`src/hw/sm_ctrl_pkg.sv`:
```
package sm_ctrl_pkg;

    // one memory word or byte address
    typedef logic [15:0] word_t;

    typedef enum logic [1:0]
    {
        CMD_ID      = 2'd0,
        CMD_ID_PREV = 2'd1,
        CMD_DISABLE = 2'd2
    } cmd_op_e;

    // protection unit request codes
    typedef enum logic [2:0]
    {
        REQ_NONE     = 3'd0,
        REQ_PUBSTART = 3'd1,
        REQ_PUBEND   = 3'd2,
        REQ_SECSTART = 3'd3,
        REQ_SECEND   = 3'd4,
        REQ_ID       = 3'd5
    } sm_req_e;

    typedef struct packed
    {
        cmd_op_e op;
        word_t   pc;
        word_t   r15;
        word_t   prev_id;
    } cmd_t;

    // stage 1 to stage 2
    typedef struct packed
    {
        cmd_op_e op;
        logic    sm_valid;
        word_t   r15;
        word_t   prev_id;
    } lookup_job_t;

    // limit is exclusive
    typedef struct packed
    {
        word_t base;
        word_t limit;
    } range_t;

    typedef struct packed
    {
        word_t dest_mask;
        word_t data;
    } reg_wb_t;

    // stage 2 to stage 3
    typedef struct packed
    {
        logic    clear;
        range_t  code;
        range_t  data;
        reg_wb_t wb;
    } sweep_job_t;

    // write-back destinations, one bit per register
    parameter word_t DEST_R15  = 16'h8000;
    parameter word_t DEST_PC   = 16'h0001;
    parameter word_t FAIL_DATA = 16'h0000;

    // byte address step between words
    parameter word_t WORD_BYTES = 16'd2;

endpackage

```
`src/hw/sm_cmd_intake.sv`:
```
`timescale 1ns/1ps

module sm_cmd_intake
(
    input  logic                     clk,
    input  logic                     reset,
    input  logic                     cmd_req,
    input  sm_ctrl_pkg::cmd_t        cmd,
    input  logic                     sm_select_valid,
    input  logic                     lookup_ack,
    output logic                     cmd_ack,
    output sm_ctrl_pkg::word_t       sm_select,
    output logic                     lookup_req,
    output sm_ctrl_pkg::lookup_job_t lookup_job
);

    typedef enum logic [1:0]
    {
        S_IDLE,
        S_VALID,
        S_REQ,
        S_REL
    } state_t;

    state_t            state;
    sm_ctrl_pkg::cmd_t cmd_q;
    logic              sm_valid_q;

    // ID looks up the module holding r15, DISABLE the one holding pc
    assign sm_select = (cmd_q.op == sm_ctrl_pkg::CMD_ID) ? cmd_q.r15 : cmd_q.pc;

    assign lookup_job.op       = cmd_q.op;
    assign lookup_job.sm_valid = sm_valid_q;
    assign lookup_job.r15      = cmd_q.r15;
    assign lookup_job.prev_id  = cmd_q.prev_id;

    always_ff @(posedge clk)
    begin
        if (reset)
        begin
            state      <= S_IDLE;
            cmd_ack    <= 1'b0;
            lookup_req <= 1'b0;
        end
        else
        begin
            case (state)
                S_IDLE:
                begin
                    if (cmd_req)
                        state <= S_VALID;
                end
                S_VALID:
                begin
                    lookup_req <= 1'b1;
                    state      <= S_REQ;
                end
                S_REQ:
                begin
                    // stage 2 is done with sm_select once it acks
                    if (lookup_ack)
                    begin
                        lookup_req <= 1'b0;
                        cmd_ack    <= 1'b1;
                        state      <= S_REL;
                    end
                end
                S_REL:
                begin
                    if (!cmd_req && !lookup_ack)
                    begin
                        cmd_ack <= 1'b0;
                        state   <= S_IDLE;
                    end
                end
                default:
                    state <= S_IDLE;
            endcase
        end
    end

    always_ff @(posedge clk)
    begin
        if (state == S_IDLE && cmd_req)
            cmd_q <= cmd;
        // ID_PREV needs no module, always valid
        if (state == S_VALID)
            sm_valid_q <= (cmd_q.op == sm_ctrl_pkg::CMD_ID_PREV) || sm_select_valid;
    end

endmodule

```
`src/hw/sm_range_lookup.sv`:
```
`timescale 1ns/1ps

module sm_range_lookup
(
    input  logic                     clk,
    input  logic                     reset,
    input  logic                     lookup_req,
    input  sm_ctrl_pkg::lookup_job_t lookup_job,
    input  sm_ctrl_pkg::word_t       sm_data,
    input  logic                     sweep_ack,
    output logic                     lookup_ack,
    output sm_ctrl_pkg::sm_req_e     sm_req,
    output logic                     sweep_req,
    output sm_ctrl_pkg::sweep_job_t  sweep_job
);

    typedef enum logic [2:0]
    {
        S_IDLE,
        S_PS,
        S_PE,
        S_SS,
        S_SE,
        S_ID,
        S_SWEEP,
        S_HOLD
    } state_t;

    state_t                  state;
    sm_ctrl_pkg::sweep_job_t job_q;
    sm_ctrl_pkg::reg_wb_t    wb_init;
    logic                    accept;
    logic                    do_disable;
    logic                    do_id;

    assign accept     = (state == S_IDLE) && lookup_req;
    assign do_disable = lookup_job.sm_valid && (lookup_job.op == sm_ctrl_pkg::CMD_DISABLE);
    assign do_id      = lookup_job.sm_valid && (lookup_job.op == sm_ctrl_pkg::CMD_ID);
    assign sweep_job  = job_q;

    always_comb
    begin
        case (state)
            S_PS:    sm_req = sm_ctrl_pkg::REQ_PUBSTART;
            S_PE:    sm_req = sm_ctrl_pkg::REQ_PUBEND;
            S_SS:    sm_req = sm_ctrl_pkg::REQ_SECSTART;
            S_SE:    sm_req = sm_ctrl_pkg::REQ_SECEND;
            S_ID:    sm_req = sm_ctrl_pkg::REQ_ID;
            default: sm_req = sm_ctrl_pkg::REQ_NONE;
        endcase
    end

    // result as known at accept time, ID data arrives later
    always_comb
    begin
        wb_init.dest_mask = sm_ctrl_pkg::DEST_R15;
        wb_init.data      = sm_ctrl_pkg::FAIL_DATA;
        if (lookup_job.sm_valid)
        begin
            case (lookup_job.op)
                sm_ctrl_pkg::CMD_ID_PREV:
                    wb_init.data = lookup_job.prev_id;
                sm_ctrl_pkg::CMD_DISABLE:
                begin
                    wb_init.dest_mask = sm_ctrl_pkg::DEST_PC;
                    wb_init.data      = lookup_job.r15;
                end
                default:
                    wb_init.data = sm_ctrl_pkg::FAIL_DATA;
            endcase
        end
    end

    always_ff @(posedge clk)
    begin
        if (reset)
        begin
            state      <= S_IDLE;
            sweep_req  <= 1'b0;
            lookup_ack <= 1'b0;
        end
        else
        begin
            case (state)
                S_IDLE:
                begin
                    if (accept)
                    begin
                        if (do_disable)
                            state <= S_PS;
                        else if (do_id)
                            state <= S_ID;
                        else
                        begin
                            sweep_req <= 1'b1;
                            state     <= S_SWEEP;
                        end
                    end
                end
                S_PS: state <= S_PE;
                S_PE: state <= S_SS;
                S_SS: state <= S_SE;
                S_SE, S_ID:
                begin
                    sweep_req <= 1'b1;
                    state     <= S_SWEEP;
                end
                S_SWEEP:
                begin
                    if (sweep_ack)
                    begin
                        sweep_req  <= 1'b0;
                        lookup_ack <= 1'b1;
                        state      <= S_HOLD;
                    end
                end
                S_HOLD:
                begin
                    // both handshakes back to zero before the next job
                    if (!lookup_req && !sweep_ack)
                    begin
                        lookup_ack <= 1'b0;
                        state      <= S_IDLE;
                    end
                end
                default:
                    state <= S_IDLE;
            endcase
        end
    end

    always_ff @(posedge clk)
    begin
        case (state)
            S_IDLE:
            begin
                if (accept)
                begin
                    job_q.clear <= do_disable;
                    job_q.code  <= '0;
                    job_q.data  <= '0;
                    job_q.wb    <= wb_init;
                end
            end
            S_PS: job_q.code.base  <= sm_data;
            S_PE: job_q.code.limit <= sm_data;
            S_SS: job_q.data.base  <= sm_data;
            S_SE: job_q.data.limit <= sm_data;
            S_ID: job_q.wb.data    <= sm_data;
            default: ;
        endcase
    end

endmodule

```
`src/hw/sm_section_clear.sv`:
```
`timescale 1ns/1ps

module sm_section_clear
(
    input  logic                    clk,
    input  logic                    reset,
    input  logic                    sweep_req,
    input  sm_ctrl_pkg::sweep_job_t sweep_job,
    output logic                    sweep_ack,
    output logic                    mb_en,
    output logic              [1:0] mb_wr,
    output sm_ctrl_pkg::word_t      mab,
    output logic                    wb_valid,
    output sm_ctrl_pkg::reg_wb_t    wb
);

    typedef enum logic [1:0]
    {
        S_IDLE,
        S_CODE,
        S_DATA
    } state_t;

    state_t               state;
    sm_ctrl_pkg::word_t   addr_q;
    sm_ctrl_pkg::word_t   limit_q;
    sm_ctrl_pkg::range_t  data_q;
    sm_ctrl_pkg::reg_wb_t wb_q;
    logic                 accept;
    logic                 done;
    logic                 last;
    logic          [16:0] next_addr;

    assign accept = (state == S_IDLE) && sweep_req && !sweep_ack;

    // at or past the limit, so an empty range writes nothing
    assign done = addr_q >= limit_q;

    // extra bit keeps a range ending at the top of memory from wrapping
    assign next_addr = {1'b0, addr_q} + {1'b0, sm_ctrl_pkg::WORD_BYTES};
    assign last      = next_addr >= {1'b0, limit_q};

    assign mb_en = (state != S_IDLE) && !done;
    assign mb_wr = {2{mb_en}};
    assign mab   = addr_q;
    assign wb    = wb_q;

    always_ff @(posedge clk)
    begin
        if (reset)
        begin
            state     <= S_IDLE;
            sweep_ack <= 1'b0;
            wb_valid  <= 1'b0;
        end
        else
        begin
            wb_valid <= 1'b0;

            if (accept)
                sweep_ack <= 1'b1;
            else if (!sweep_req)
                sweep_ack <= 1'b0;

            case (state)
                S_IDLE:
                begin
                    if (accept)
                    begin
                        if (sweep_job.clear)
                            state <= S_CODE;
                        else
                            wb_valid <= 1'b1;
                    end
                end
                S_CODE:
                begin
                    if (done || last)
                        state <= S_DATA;
                end
                S_DATA:
                begin
                    // result goes out right after the final zero write
                    if (done || last)
                    begin
                        wb_valid <= 1'b1;
                        state    <= S_IDLE;
                    end
                end
                default:
                    state <= S_IDLE;
            endcase
        end
    end

    always_ff @(posedge clk)
    begin
        case (state)
            S_IDLE:
            begin
                if (accept)
                begin
                    addr_q  <= sweep_job.code.base;
                    limit_q <= sweep_job.code.limit;
                    data_q  <= sweep_job.data;
                    wb_q    <= sweep_job.wb;
                end
            end
            S_CODE:
            begin
                // switch straight to the data section, no idle cycle
                if (done || last)
                begin
                    addr_q  <= data_q.base;
                    limit_q <= data_q.limit;
                end
                else
                    addr_q <= next_addr[15:0];
            end
            S_DATA:
            begin
                if (!done)
                    addr_q <= next_addr[15:0];
            end
            default: ;
        endcase
    end

endmodule

```
`src/hw/sm_ctrl.sv`:
```
`timescale 1ns/1ps

module sm_ctrl
(
    input  logic                 clk,
    input  logic                 reset,
    input  logic                 cmd_req,
    input  sm_ctrl_pkg::cmd_t    cmd,
    input  logic                 sm_select_valid,
    input  sm_ctrl_pkg::word_t   sm_data,
    output logic                 cmd_ack,
    output sm_ctrl_pkg::word_t   sm_select,
    output sm_ctrl_pkg::sm_req_e sm_req,
    output logic                 mb_en,
    output logic           [1:0] mb_wr,
    output sm_ctrl_pkg::word_t   mab,
    output logic                 wb_valid,
    output sm_ctrl_pkg::reg_wb_t wb
);

    logic                     lookup_req;
    logic                     lookup_ack;
    sm_ctrl_pkg::lookup_job_t lookup_job;
    logic                     sweep_req;
    logic                     sweep_ack;
    sm_ctrl_pkg::sweep_job_t  sweep_job;

    // command latch and module select
    sm_cmd_intake intake_i
    (
        .clk             (clk),
        .reset           (reset),
        .cmd_req         (cmd_req),
        .cmd             (cmd),
        .sm_select_valid (sm_select_valid),
        .lookup_ack      (lookup_ack),
        .cmd_ack         (cmd_ack),
        .sm_select       (sm_select),
        .lookup_req      (lookup_req),
        .lookup_job      (lookup_job)
    );

    // protection unit queries
    sm_range_lookup lookup_i
    (
        .clk        (clk),
        .reset      (reset),
        .lookup_req (lookup_req),
        .lookup_job (lookup_job),
        .sm_data    (sm_data),
        .sweep_ack  (sweep_ack),
        .lookup_ack (lookup_ack),
        .sm_req     (sm_req),
        .sweep_req  (sweep_req),
        .sweep_job  (sweep_job)
    );

    // memory clear and register write-back
    sm_section_clear clear_i
    (
        .clk       (clk),
        .reset     (reset),
        .sweep_req (sweep_req),
        .sweep_job (sweep_job),
        .sweep_ack (sweep_ack),
        .mb_en     (mb_en),
        .mb_wr     (mb_wr),
        .mab       (mab),
        .wb_valid  (wb_valid),
        .wb        (wb)
    );

endmodule

```
`config.mk`:
```
export PLATFORM = sky130hd
export DESIGN_NAME = sm_ctrl
export DESIGN_NICKNAME = d
export VERILOG_FILES = /design/src/hw/sm_ctrl_pkg.sv /design/src/hw/sm_cmd_intake.sv /design/src/hw/sm_range_lookup.sv /design/src/hw/sm_section_clear.sv /design/src/hw/sm_ctrl.sv
export SDC_FILE = /design/constraint.sdc
export NUM_CORES = 1
export LEC_CHECK = 0
export BUFFER_PORTS_ARGS = -buffer_cell sky130_fd_sc_hd__buf_2
export CORE_MARGIN = 2
export CORE_UTILIZATION = 58
export CTS_BUF_LIST = sky130_fd_sc_hd__clkbuf_8 sky130_fd_sc_hd__clkbuf_16
export DETAILED_ROUTE_END_ITERATION = 7
export HOLD_SLACK_MARGIN = 0.03
export PLACE_DENSITY = 0.91
export SKIP_CTS_REPAIR_TIMING = 1
export SLEW_MARGIN = 10
export SYNTH_ARGS = -nofsm -noshare
export SYNTH_HDL_FRONTEND = slang
export SYNTH_SLANG_ARGS = --single-unit
```
`constraint.sdc`:
```
create_clock -name clk -period 11.1 [get_ports clk]
set_input_delay 1.11 -clock clk [delete_from_list [all_inputs] [get_ports clk]]
set_output_delay 1.11 -clock clk [all_outputs]
set_load 0.01 [all_outputs]
```
==> impl_metrics.env <==
export IMPL_hold_viol_final=0
export IMPL_cts_buffer_depth=3
export IMPL_antenna_found_initial=2
export IMPL_grt_overflow_total=0
export IMPL_setup_viol_count_final=0
export IMPL_critPathLaunchType="register"
export IMPL_gp_congestion=0.871
export IMPL_min_delay_start="lookup_i.sweep_job[9]"
export IMPL_fin_crit_ps=4020
export IMPL_cp_data_required_time_ps=11220
export IMPL_coreArea_sq_um=17200
export IMPL_internal_power_mw=2.21
export IMPL_drc=0
export IMPL_cts_root_buf="clkbuf_16"
export IMPL_fin_nets=968
export IMPL_p_leak_nw=4.53
export IMPL_setup_tns_ps=0
export IMPL_fin_cells=1096
export IMPL_dp_cells=1054
export IMPL_netlist_instances=729
export IMPL_routed_top_layer="met4"
export IMPL_drive_above_1_share_pct=24.9
export IMPL_outcome="complete, no violations"
export IMPL_multi_input_area_sq_um=3070
export IMPL_grt_usage_pct=22.6
export IMPL_ys_ff_latch=229
export IMPL_ys_seq_area_share_pct=66.3
export IMPL_worstSetupEndpointType="register"
export IMPL_portBuffers=127
export IMPL_cts_buffers=23
export IMPL_r2r_start="clear_i.mab[1]"
export IMPL_grt_pass1_wl_um=32200
export IMPL_regArea_sq_um=6750
export IMPL_slew_limit_headroom_pct=29.1
export IMPL_cp_arrival_ps=4150
export IMPL_wl_um=20600
export IMPL_start_util_pct=59.1
export IMPL_r2r_cells=10
export IMPL_clk_latency_ps=500
export IMPL_die_width_um=136
export IMPL_grt_setup_unrepaired="no"
export IMPL_drt_vias_per_instance=5.75
export IMPL_cts_sinks=229
export IMPL_swShare_pct=34.7
export IMPL_dr_wl_met3_um=1460
export IMPL_r2r_end="clear_i.limit_q[10]"
export IMPL_htreeDepth=1
export IMPL_grt_pass1_vias=6110
export IMPL_crit_path_start="clear_i.mab[1]"
export IMPL_drtIter0Drc=648
export IMPL_dp_hpwl_um=14700
export IMPL_crit_slowest_cell="a211oi_4"
export IMPL_grt_max_degree=51
export IMPL_reg2reg_slack_ps=7080
export IMPL_cp_depth=10
export IMPL_clock_skew_ps=9.42
export IMPL_critPathTopFamily="simple AND/OR/NAND/NOR gates"
export IMPL_fill_cells=1104
export IMPL_ys_flop_type="edfxtp_1"
export IMPL_syn_avg_cell_area_sq_um=14.0
export IMPL_wl_per_cell_um=18.8
export IMPL_row_count=48
export IMPL_top_level_ports=142
export IMPL_yosysWarnings=0
export IMPL_power_density_nw_per_um2=290
export IMPL_power_share_sequential_pct=44.6
export IMPL_cp_cell_sequence="ha_1, and3_1, nand4_1, xnor2_1, ha_1, nand4_1, or4_4, o211ai_4, nor2_1, a211oi_4"
export IMPL_ir_drop_v=0.000205
export IMPL_critPathMaxStageDelay_ps=780
export IMPL_worst_pin_slew_ps=1060
export IMPL_dr_pass1_iters=5
export IMPL_syn_area_sq_um=10200
export IMPL_holdCritPathClass="register to register"
export IMPL_ys_async_sr_fraction_pct=0
export IMPL_cts_tree="done"
export IMPL_min_period_over_period_pct=36.2
export IMPL_routed_wl_met2_um=10100
export IMPL_pwr_share_clk_pct=21.9
export IMPL_whs_ps=417
export IMPL_crit_path_end="clear_i.limit_q[10]"
export IMPL_fmax_mhz=249
export IMPL_met1_length_um=8540
export IMPL_vias=6307
export IMPL_synth_edf_count=216
export IMPL_yosysUniqueCellTypes=63
export IMPL_die_area_sq_um=18600
export IMPL_maxSlewViolCount=0
export IMPL_combPwrFrac_pct=33.6
export IMPL_syn2layout_area_growth_pct=14.5
export IMPL_die_h_um=136
export IMPL_critical_path_class="register to register"
export IMPL_antenna_left=0
export IMPL_p_switching_mw=1.18
export IMPL_cp_max_fo=16
export IMPL_path_clk_slew_ps=60
export IMPL_timing_max_cap_violations=0
export IMPL_cp_num_buf_inv=0
-- worst min-delay path by stage --
stage / to / slack, ps / depth (start not counted)
3_5_place_dp: clear_i.data_q[14] / 400 / 0
6_report: clear_i.wb[9] / 420 / 0
5_1_grt: clear_i.wb[16] / 420 / 0
3_3_place_gp: clear_i.data_q[6] / 400 / 0
4_1_cts: clear_i.data_q[14] / 420 / 0
2_1_floorplan: clear_i.data_q[0] / 400 / 0
-- routing by layer --
metal  global-route usage [%]  up-vias
li1                         -     2936
met2                     37.8      286
met4                     7.58        0
met1                     29.5     3040
met5                        0        -
met3                     4.70       45
-- registers in the layout, summed over array words and instances, names as in the netlist --
signal               cells
clear_i.data_q          32
clear_i.limit_q         16
clear_i.mab             16
clear_i.state            2
clear_i.sweep_ack        1
clear_i.wb              18
clear_i.wb_valid         1
intake_i.cmd_ack         1
intake_i.cmd_q          16
intake_i.lookup_job     34
intake_i.lookup_req      1
intake_i.sm_valid_q      1
intake_i.state           2
lookup_i.lookup_ack      1
lookup_i.state           3
lookup_i.sweep_job      83
lookup_i.sweep_req       1
-- through the flow --
stage | power [mW] | instance area (sq um) | utilization [%] | setup slack, ps
finish | 3.38 | 11700 | 67.6 | 7080
global route | 3.57 | 11700 | 67.6 | 6920
CTS | 3.38 | 11600 | 67.5 | 6770
detailed placement | 2.64 | 10900 | 63.3 | 6810
global placement | 2.57 | 10900 | 63.3 | 7050
floorplan | 2.30 | 10200 | - | 6780
-- cell usage in the layout, fill, tap and decap left out, types with 7 or more instances in the layout --
cell / count
a21oi_1: 26
a221o_1: 10
a22oi_1: 17
and2_1: 52
and3_1: 21
buf_2: 127
buf_4: 7
clkbuf_16: 23
conb_1: 14
dfxtp_1: 13
edfxtp_1: 216
ha_1: 44
inv_1: 44
mux2_2: 32
nand2_1: 52
nor2_1: 27
nor2b_1: 7
nor3_1: 7
o21ai_0: 26
xnor2_1: 9
-- cell usage after synthesis (5+ instances only) --
cell	number	area [sq um]
nor2_1	27	101
a22oi_1	17	128
nand3_1	6	30.0
nand4_1	5	31.3
o211ai_1	5	37.5
inv_1	37	139
and3_1	21	131
mux2_2	32	360
a221o_1	10	100
dfxtp_1	13	260
or2_2	6	37.5
a21oi_1	26	130
edfxtp_1	216	6490
o21ai_0	28	140
buf_4	18	135
nand2_1	52	195
ha_1	44	551
nor3_1	7	35.0
and2_1	54	338
clkbuf_1	22	82.6
xnor2_1	9	78.8
a211oi_1	7	52.6
nor2b_1	7	43.8
-- cell families after synthesis --
family / synth area share (%)
multiplexers: 3.74
AO/OA/AOI/OAI: 8.81
XOR/XNOR: 1.12
AND/OR/NAND/NOR: 10.3
adder cells (fa/ha/maj): 5.41
buffers and inverters: 4.27
other: 0.0368
flip-flops: 66.3
-- layout make-up --
class	count	area share, %
Multi-Input combinational cell	428	26.3
Clock buffer	26	5.29
Clock inverter	13	0.902
Timing Repair Buffer	134	5.90
Antenna cell	3	0.0644
Inverter	38	1.22
Sequential cell	229	57.9
Tap cell	225	2.42
-- power by group through the flow --
| stage | clock network (mW) | logic [mW] | registers (mW) |
|---|---|---|---|
| after detailed placement | 0 | 1.11 | 1.52 |
| after global placement | 0 | 1.07 | 1.49 |
| final | 0.740 | 1.14 | 1.51 |
| after global routing | 0.779 | 1.26 | 1.54 |
| after CTS | 0.749 | 1.13 | 1.51 |
| after floorplan | 0 | 0.807 | 1.49 |
(Power assumes the default switching activity.)
